`src/verilog/host_pkg.sv`:
```
package host_pkg;

	// ==============================
	// Download stream
	// ==============================

	typedef logic [24:0] dl_addr_t;
	typedef logic [15:0] dl_word_t;
	typedef logic [7:0]  dl_index_t;

	// All-ones index marks a cheat download
	localparam dl_index_t CODE_INDEX = 8'hFF;

	// Cheat record, big fields first
	// flags 127:96, address 95:64, compare 63:32, replace 31:0
	typedef logic [127:0] cheat_code_t;

	// ==============================
	// SD image sectors
	// ==============================

	typedef logic [31:0] sd_lba_t;

	// 512-byte sectors
	localparam int unsigned SECTOR_SHIFT = 9;

	typedef enum logic {
		BK_IDLE     = 1'b0,
		BK_TRANSFER = 1'b1
	} bk_state_t;

endpackage

```
`src/verilog/cart_pkg.sv`:
```
package cart_pkg;

	// ==============================
	// Menu choices
	// ==============================

	typedef enum logic [2:0] {
		LAYOUT_AUTO      = 3'd0,
		LAYOUT_NO_HEADER = 3'd1,
		LAYOUT_LOROM     = 3'd2,
		LAYOUT_HIROM     = 3'd3,
		LAYOUT_EXHIROM   = 3'd4
	} rom_layout_t;

	typedef enum logic [1:0] {
		REGION_AUTO = 2'd0,
		REGION_NTSC = 2'd1,
		REGION_PAL  = 2'd2
	} video_region_t;

	// Header field types
	typedef logic [3:0]  size_code_t;
	typedef logic [23:0] cart_mask_t;
	typedef logic [7:0]  rom_type_t;

	// ==============================
	// Header layout
	// ==============================

	// Every internal header address is shifted by the copier header
	localparam int unsigned COPIER_HEADER_BYTES = 512;
	localparam int unsigned HDR_LOROM_SIZE      = 'h7FD6;
	localparam int unsigned HDR_HIROM_SIZE      = 'hFFD6;
	localparam int unsigned HDR_EXHIROM_SIZE    = 'h40FFD6;
	localparam int unsigned HDR_RAM_OFFSET      = 2;
	localparam int unsigned HDR_INFO_ADDR       = 0;
	localparam int unsigned HDR_REGION_ADDR     = 2;
	localparam int unsigned HDR_REGION_BIT      = 8;

	// Size in bytes is 1 KB shifted left by the code
	localparam size_code_t DEFAULT_ROM_SIZE = 4'd12;
	localparam cart_mask_t KB_SHIFT_BASE    = 24'd1024;

	// Mapper types set by the forced layouts
	localparam rom_type_t ROM_TYPE_LOROM   = 8'd0;
	localparam rom_type_t ROM_TYPE_HIROM   = 8'd1;
	localparam rom_type_t ROM_TYPE_EXHIROM = 8'd2;

endpackage
```
`src/verilog/cart_control_top.sv`:
```
`timescale 1ns/1ps

module cart_control_top
	import cart_pkg::*;
	import host_pkg::*;
(
	input  logic          clk_sys,
	input  logic          reset,
	input  logic          dl_active,
	input  dl_index_t     dl_index,
	input  dl_addr_t      dl_addr,
	input  dl_word_t      dl_data,
	input  logic          dl_wr,
	input  rom_layout_t   layout,
	input  video_region_t region_sel,
	input  logic          img_mounted,
	input  logic          img_readonly,
	input  logic [63:0]   img_size,
	input  logic          bsram_write,
	input  logic          osd_status,
	input  logic          load_req,
	input  logic          save_req,
	input  logic          autosave_en,
	input  logic          sd_ack,
	output rom_type_t     rom_type,
	output cart_mask_t    rom_mask,
	output cart_mask_t    ram_mask,
	output logic          pal,
	output cheat_code_t   cheat_code,
	output logic          code_valid,
	output logic          sd_rd,
	output logic          sd_wr,
	output sd_lba_t       sd_lba,
	output logic          bk_busy,
	output logic          bk_loading,
	output logic          bk_ena,
	output logic          bk_pending,
	output logic          core_reset,
	output logic          led_user
);

	logic cart_download;
	logic code_download;

	// ==============================
	// Download split
	// ==============================

	assign code_download = dl_active & (dl_index == CODE_INDEX);
	assign cart_download = dl_active & (dl_index != CODE_INDEX);

	rom_header_decode u_header (
		.clk_sys(clk_sys), .reset(reset), .cart_download(cart_download), .dl_wr(dl_wr),
		.dl_addr(dl_addr), .dl_data(dl_data), .layout(layout), .region_sel(region_sel),
		.rom_type(rom_type), .rom_mask(rom_mask), .ram_mask(ram_mask), .pal(pal)
	);

	cheat_code_loader u_cheat (
		.clk_sys(clk_sys), .reset(reset), .code_download(code_download), .dl_wr(dl_wr),
		.dl_addr(dl_addr), .dl_data(dl_data), .cheat_code(cheat_code),
		.code_valid(code_valid)
	);

	backup_ram_sequencer u_backup (
		.clk_sys(clk_sys), .reset(reset), .cart_download(cart_download),
		.img_mounted(img_mounted), .img_readonly(img_readonly), .bsram_write(bsram_write),
		.osd_status(osd_status), .load_req(load_req), .save_req(save_req),
		.autosave_en(autosave_en), .img_size(img_size), .ram_mask(ram_mask), .sd_ack(sd_ack),
		.sd_rd(sd_rd), .sd_wr(sd_wr), .sd_lba(sd_lba), .bk_busy(bk_busy),
		.bk_loading(bk_loading), .bk_ena(bk_ena), .bk_pending(bk_pending)
	);

	// Core stays in reset while the cartridge or its save is loading
	assign core_reset = reset | cart_download | bk_loading;
	// LED shows a download or unsaved changes under autosave
	assign led_user = cart_download | (autosave_en & bk_pending);

endmodule

```
`src/verilog/backup_ram_sequencer.sv`:
```
`timescale 1ns/1ps

module backup_ram_sequencer
	import cart_pkg::*;
	import host_pkg::*;
(
	input  logic        clk_sys,
	input  logic        reset,
	input  logic        cart_download,
	input  logic        img_mounted,
	input  logic        img_readonly,
	input  logic        bsram_write,
	input  logic        osd_status,
	input  logic        load_req,
	input  logic        save_req,
	input  logic        autosave_en,
	input  logic [63:0] img_size,
	input  cart_mask_t  ram_mask,
	input  logic        sd_ack,
	output logic        sd_rd,
	output logic        sd_wr,
	output sd_lba_t     sd_lba,
	output logic        bk_busy,
	output logic        bk_loading,
	output logic        bk_ena,
	output logic        bk_pending
);

	bk_state_t state;
	logic      old_download;
	logic      load_s;
	logic      load_d;
	logic      save_s;
	logic      save_d;
	logic      ack_d;
	logic      save_eff;
	logic      load_rise;
	logic      save_rise;
	logic      download_end;
	sd_lba_t   last_lba;

	// Autosave fires once the OSD opens
	assign save_eff = save_req | (bk_pending & osd_status & autosave_en);
	assign load_rise = load_s & ~load_d;
	assign save_rise = save_s & ~save_d;
	assign download_end = old_download & ~cart_download & (|img_size) & bk_ena;
	assign last_lba = sd_lba_t'(ram_mask >> SECTOR_SHIFT);
	assign bk_busy = (state == BK_TRANSFER);

	// ==============================
	// Enable and pending flags
	// ==============================

	// Save image is mounted by the end of the download
	always_ff @(posedge clk_sys or posedge reset) begin
		if (reset) begin
			old_download <= 1'b0;
			bk_ena <= 1'b0;
		end else begin
			old_download <= cart_download;
			if (!old_download && cart_download) begin
				bk_ena <= 1'b0;
			end
			if (cart_download && img_mounted && !img_readonly) begin
				bk_ena <= |ram_mask;
			end
		end
	end

	always_ff @(posedge clk_sys or posedge reset) begin
		if (reset) begin
			bk_pending <= 1'b0;
		end else if (bk_ena && !osd_status && bsram_write) begin
			bk_pending <= 1'b1;
		end else if (state == BK_TRANSFER) begin
			bk_pending <= 1'b0;
		end
	end

	// Request levels go through one register before edge detection
	always_ff @(posedge clk_sys or posedge reset) begin
		if (reset) begin
			load_s <= 1'b0;
			load_d <= 1'b0;
			save_s <= 1'b0;
			save_d <= 1'b0;
			ack_d <= 1'b0;
		end else begin
			load_s <= load_req & bk_ena;
			load_d <= load_s;
			save_s <= save_eff & bk_ena;
			save_d <= save_s;
			ack_d <= sd_ack;
		end
	end

	// ==============================
	// Sector sequencer
	// ==============================

	always_ff @(posedge clk_sys or posedge reset) begin
		if (reset) begin
			state <= BK_IDLE;
			bk_loading <= 1'b0;
			sd_rd <= 1'b0;
			sd_wr <= 1'b0;
			sd_lba <= '0;
		end else begin
			// Host took the request
			if (sd_ack && !ack_d) begin
				sd_rd <= 1'b0;
				sd_wr <= 1'b0;
			end

			case (state)
				BK_IDLE: begin
					if (load_rise || save_rise) begin
						bk_loading <= load_rise;
						sd_lba <= '0;
						sd_rd <= load_rise;
						sd_wr <= ~load_rise;
						state <= BK_TRANSFER;
					end
					// Fresh cartridge pulls its save in
					if (download_end) begin
						bk_loading <= 1'b1;
						sd_lba <= '0;
						sd_rd <= 1'b1;
						sd_wr <= 1'b0;
						state <= BK_TRANSFER;
					end
				end
				BK_TRANSFER: begin
					// Falling ack ends one sector
					if (ack_d && !sd_ack) begin
						if (sd_lba >= last_lba) begin
							bk_loading <= 1'b0;
							state <= BK_IDLE;
						end else begin
							sd_lba <= sd_lba + sd_lba_t'(1);
							sd_rd <= bk_loading;
							sd_wr <= ~bk_loading;
						end
					end
				end
			endcase
		end
	end

endmodule

```
`src/verilog/cheat_code_loader.sv`:
```
`timescale 1ns/1ps

module cheat_code_loader
	import host_pkg::*;
(
	input  logic        clk_sys,
	input  logic        reset,
	input  logic        code_download,
	input  logic        dl_wr,
	input  dl_addr_t    dl_addr,
	input  dl_word_t    dl_data,
	output cheat_code_t cheat_code,
	output logic        code_valid
);

	logic code_wr;

	assign code_wr = code_download & dl_wr;

	// ==============================
	// Record assembly
	// ==============================

	// 16-byte record, bottom half of each field comes first
	always_ff @(posedge clk_sys) begin
		if (code_wr) begin
			case (dl_addr[3:0])
				4'd0:  cheat_code[111:96]  <= dl_data;
				4'd2:  cheat_code[127:112] <= dl_data;
				4'd4:  cheat_code[79:64]   <= dl_data;
				4'd6:  cheat_code[95:80]   <= dl_data;
				4'd8:  cheat_code[47:32]   <= dl_data;
				4'd10: cheat_code[63:48]   <= dl_data;
				4'd12: cheat_code[15:0]    <= dl_data;
				4'd14: cheat_code[31:16]   <= dl_data;
				default: ;
			endcase
		end
	end

	// Last word of the record loads the code
	always_ff @(posedge clk_sys or posedge reset) begin
		if (reset) begin
			code_valid <= 1'b0;
		end else begin
			code_valid <= code_wr && (dl_addr[3:0] == 4'd14);
		end
	end

endmodule

```
`src/verilog/rom_header_decode.sv`:
```
`timescale 1ns/1ps

module rom_header_decode
	import cart_pkg::*;
	import host_pkg::*;
(
	input  logic          clk_sys,
	input  logic          reset,
	input  logic          cart_download,
	input  logic          dl_wr,
	input  dl_addr_t      dl_addr,
	input  dl_word_t      dl_data,
	input  rom_layout_t   layout,
	input  video_region_t region_sel,
	output rom_type_t     rom_type,
	output cart_mask_t    rom_mask,
	output cart_mask_t    ram_mask,
	output logic          pal
);

	size_code_t rom_size;
	size_code_t ram_size;
	logic       region_bit;
	logic       forced_hdr;
	dl_addr_t   rom_size_addr;
	dl_addr_t   ram_size_addr;

	// Where the forced layout keeps its size bytes in the download
	always_comb begin
		forced_hdr = 1'b1;
		rom_size_addr = dl_addr_t'(HDR_LOROM_SIZE + COPIER_HEADER_BYTES);
		case (layout)
			LAYOUT_LOROM:   rom_size_addr = dl_addr_t'(HDR_LOROM_SIZE + COPIER_HEADER_BYTES);
			LAYOUT_HIROM:   rom_size_addr = dl_addr_t'(HDR_HIROM_SIZE + COPIER_HEADER_BYTES);
			LAYOUT_EXHIROM: rom_size_addr = dl_addr_t'(HDR_EXHIROM_SIZE + COPIER_HEADER_BYTES);
			default:        forced_hdr = 1'b0;
		endcase
		ram_size_addr = rom_size_addr + dl_addr_t'(HDR_RAM_OFFSET);
	end

	// ==============================
	// Header capture
	// ==============================

	always_ff @(posedge clk_sys or posedge reset) begin
		if (reset) begin
			rom_size <= DEFAULT_ROM_SIZE;
			ram_size <= '0;
			rom_type <= '0;
			region_bit <= 1'b0;
		end else if (cart_download && dl_wr) begin
			if (dl_addr == dl_addr_t'(HDR_INFO_ADDR)) begin
				rom_size <= DEFAULT_ROM_SIZE;
				ram_size <= '0;
				case (layout)
					LAYOUT_AUTO: begin
						rom_type <= dl_data[15:8];
						// Zero size byte keeps the defaults
						if (dl_data[7:0] != 8'd0) begin
							rom_size <= dl_data[3:0];
							ram_size <= dl_data[7:4];
						end
					end
					LAYOUT_NO_HEADER,
					LAYOUT_LOROM:   rom_type <= ROM_TYPE_LOROM;
					LAYOUT_HIROM:   rom_type <= ROM_TYPE_HIROM;
					LAYOUT_EXHIROM: rom_type <= ROM_TYPE_EXHIROM;
					default:        rom_type <= dl_data[15:8];
				endcase
			end

			if (dl_addr == dl_addr_t'(HDR_REGION_ADDR)) begin
				region_bit <= dl_data[HDR_REGION_BIT];
			end

			// Internal header of a forced layout
			if (forced_hdr && dl_addr == rom_size_addr) begin
				rom_size <= dl_data[11:8];
			end
			if (forced_hdr && dl_addr == ram_size_addr) begin
				ram_size <= dl_data[3:0];
			end
		end
	end

	assign rom_mask = (KB_SHIFT_BASE << rom_size) - cart_mask_t'(1);
	assign ram_mask = (ram_size != '0) ? (KB_SHIFT_BASE << ram_size) - cart_mask_t'(1) : '0;

	// Region only changes outside a download
	always_ff @(posedge clk_sys or posedge reset) begin
		if (reset) begin
			pal <= 1'b0;
		end else if (!cart_download) begin
			if (region_sel == REGION_AUTO) begin
				pal <= region_bit;
			end else begin
				pal <= (region_sel == REGION_PAL);
			end
		end
	end

endmodule

```
`config.mk`:
```
export PLATFORM = sky130hd
export DESIGN_NAME = cart_control_top
export DESIGN_NICKNAME = d
export VERILOG_FILES = /design/src/verilog/host_pkg.sv /design/src/verilog/cart_pkg.sv /design/src/verilog/cart_control_top.sv /design/src/verilog/backup_ram_sequencer.sv /design/src/verilog/cheat_code_loader.sv /design/src/verilog/rom_header_decode.sv
export SDC_FILE = /design/constraint.sdc
export NUM_CORES = 1
export LEC_CHECK = 0
export BUFFER_PORTS_ARGS = -buffer_cell sky130_fd_sc_hd__buf_2
export CAP_MARGIN = 25
export CORE_AREA = 2 2 139 141
export CTS_BUF_LIST = sky130_fd_sc_hd__clkbuf_2 sky130_fd_sc_hd__clkbuf_4 sky130_fd_sc_hd__clkbuf_8
export DETAILED_ROUTE_END_ITERATION = 6
export DIE_AREA = 0 0 141 143
export HOLD_SLACK_MARGIN = 0.02
export PLACE_DENSITY = 0.74
export SLEW_MARGIN = 20
export SYNTH_ARGS = -nofsm -noshare
export SYNTH_HDL_FRONTEND = slang
export SYNTH_SLANG_ARGS = --single-unit
export TNS_END_PERCENT = 1
```
`constraint.sdc`:
```
create_clock -name clk_sys -period 5.2 [get_ports clk_sys]
set_input_delay 0.52 -clock clk_sys [delete_from_list [all_inputs] [get_ports clk_sys]]
set_output_delay 0.52 -clock clk_sys [all_outputs]
set_load 0.02 [all_outputs]
```
==> flow_summary_export.csv <==
group,metric,value,unit
global_route,grt_pass1_wl,35120,microns
timing,fin_setup_tns,0,ns
synthesis,synth_flop_cell,"edfxtp_1",
final_layout,fill_cells,1532,
placed_design,dp_hpwl,18170,microns
clock_tree,cts.clk_slew.worst_paths,0.12,ns
synthesis,ys_ff_latch,191,
global_route,use_met3,0.05332,
detailed_routing,dr.pass1.iters,5,
synthesis,yosys_warnings,0,
global_route,grt_util_met2,0.4316,
critical_path,end_kind,"register",
pwr,powerDensity,273.9,mW/mm^2
global_route,grt_usage,0.2352,
global_route,grt_max_degree,65,
clock_tree,numCtsBuffers,17,
final_layout,layout.nets,1098,
placed_design,dpl-instance-area,0.009867,sq mm
timing,setup_viol,0,
timing,rsz0062_at_grt,"no",
timing,finalCriticalPeriod,4.252,ns
critical_path,worst_setup_path_start_kind,"register",
clock_tree,cts_max_level,4,
synthesis,synth_cell_types,60,
timing,tightest_slew,1.021,ns
clock_tree,cts-root-buf,"clkbuf_8",
clock_tree,holdBufCountCts,0,
die,die_area,0.02016,sq mm
global_route,met1_usage,0.2769,
final_layout,syn_to_final_growth,29.45,%
die,start_util,0.4290,
critical_path,critPathKind,"register to register",
synthesis,yosys-top-cells-count,"128 x edfxtp_1, 61 x dfrtp_1, 42 x nand2_1",
die,io_pins,356,
detailed_routing,drt_iter0_drc,422,
global_route,first_global_vias,6160,
detailed_routing,viasPerCell,5.319,
timing,final.period_utilization,0.8177,
synthesis,yosysTopAreaCell,"edfxtp_1",
synthesis,yosysMostFrequentCell,"edfxtp_1",
detailed_routing,ant_nets,0,
final_layout,antennaDiodeCount,0,
clock_tree,clk_path_buf_depth,2,
die,chipHeight,143,microns
global_route,busiest_layer,"met2",
global_route,grt-ovfl-total,0,
detailed_routing,wl_per_cell,20.09,microns
synthesis,synthArstFlopShare,0.3298,
clock_tree,cts_sinks,191,
synthesis,synthTopCellsByArea,"edfxtp_1 48%, dfrtp_1 19%, ha_1 2.8%",
timing,hold_violations,0,
global_route,antenna_found_initial,1,
detailed_routing,num_vias,6367,
placed_design,gp_congestion,0.9344,
final_layout,finish.instance_area,0.01032,sq mm
synthesis,yosysSeqAreaShare,0.6804,
die,die_w,141,microns
timing,fmax,0.2352,GHz
final_layout,drive_above_1_share,0.4206,
synthesis,avgSynthCellArea,13.00,sq um
clock_tree,clk_latency,0.47,ns
synthesis,yosysTopAreaCellShare,0.4823,
worst_hold_path,holdCritPathClass,"input port to register",
die,coreArea,0.01858,sq mm
critical_path,required,5.56,ns
detailed_routing,drc,0,
status,status,"finished clean",
synthesis,netlist_area,0.007970,sq mm
detailed_routing,drt_wl_total,24050,microns
timing,drv_slew,0,
critical_path,path_max_fanout,34,
synthesis,synthCells,613,
pwr,power_leakage,4.652,nW
clock_tree,cts_tree,"done",
die,row_count,50,
timing,slew_headroom,0.3185,
placed_design,port-buffer-count,345,
pwr,ir_worst_vdd,0.0001497,V
synthesis,synth_edf_count,128,
critical_path,arrival,4.61,ns
clock_tree,ctsResizeCount,0,
clock_tree,cts_setup_buffers,0,
timing,fin_skew,0.01181,ns
job,maxCapViolations,0,
[where the power goes]
part	switching, mW	internal, mW
clock network	0.628	0.384
registers	0.0159	1.63
logic	0.105	0.0603
[state kept, by name, indices dropped and copies added, names as in the netlist, 4 cells and up]
name and cells:
u_header.rom_type 8, u_header.ram_size 4, u_header.rom_size 4, u_cheat.cheat_code 128
u_backup.sd_lba 32
[per-layer routing]
metal  wire (microns)  vias up
li1                 -     2932
met1             9251     3075
met2            12720      325
met3             1550       35
met4              527        0
met5                0        -
[worst paths after layout]
kind                                      startpoint              endpoint  slack (ns)  depth (start not counted)
worst max-delay path            u_header.ram_size[3]        u_backup.sd_wr        0.95                         15
worst min-delay path                          sd_ack        u_backup.ack_d        0.19                          1
worst max register to register  u_header.ram_size[3]        u_backup.sd_wr        0.95                         15
worst min register to register       u_backup.load_s       u_backup.load_d        0.39                          0
max in group asynchronous                      reset        u_backup.sd_rd        4.33                          3
min in group asynchronous                      reset  u_header.rom_type[1]        0.30                          3
[cells by family (layout without fill, tap and decap cells)]
kind of cell               Yosys count  in the layout  share of synthesized area
AOI/OAI and AO/OA                  104            104                    0.08430
xor gates and xnor gates             2              2                   0.002198
adders and majority gates           18             18                    0.02826
buffers and inverters               70            411                    0.04317
DFF                                191            191                     0.6804
muxes                                2              2                   0.002826
other                                1             10                  0.0004705
and+or+nand+nor                    225            225                     0.1584
[area by class of cell]
class	count	area (sq um)	area share
sequential	191	5423	0.5256
clock inverter	15	200.2	0.01940
tap	234	292.8	0.02838
clock buffer	17	234.0	0.02268
timing repair buffer	352	1790	0.1735
inverter	27	101.3	0.009823
multi-input combinational	361	2276	0.2206
[stage by stage]
step           utilization  setup slack (ns)  power, mW  std cells  hold slack [ns]
2_1_floorplan            -             1.295      1.748        622           0.3465
3_3_place_gp        0.5298             1.171      1.843       1163           0.3526
3_5_place_dp        0.5310            0.9755      1.847       1164           0.3660
4_1_cts             0.5544            0.9530      2.846       1196           0.1634
5_1_grt             0.5553            0.4752      2.921       1197           0.1607
6_report            0.5553            0.9479      2.826       1197           0.1931
[cells in the final DEF, fill, tap and decap left out, types with 5 or more instances in the layout]
cell type	n
o31ai_1	12
or3_1	5
buf_2	345
nor2b_1	13
and2_1	18
conb_1	10
nor3_1	19
nand3_1	13
nand2b_1	12
or4_1	16
buf_4	5
inv_1	26
dfrtp_1	61
ha_1	18
nand3b_1	6
nor4_1	26
edfxtp_1	128
o21ai_0	26
clkinv_8	5
nand2_1	42
clkbuf_8	17
nor2_1	21
a21oi_1	32
o21a_1	5
nand4_1	10
[critical path, stage by stage (launching register included)]
cell and delay [ns]:
dfrtp_1 0.51, nor2_1 0.27, inv_1 0.11, nor2_1 0.35, inv_1 0.08, ha_1 0.28
nor4b_1 0.29, a31oi_1 0.07, o22a_1 0.23, ha_1 0.33, a21oi_1 0.13, o21ai_0 0.11
a2bb2oi_1 0.31, nand3_4 0.32, or3_1 0.47, a32o_1 0.27
Note: power is estimated with default switching activity, not from simulation.
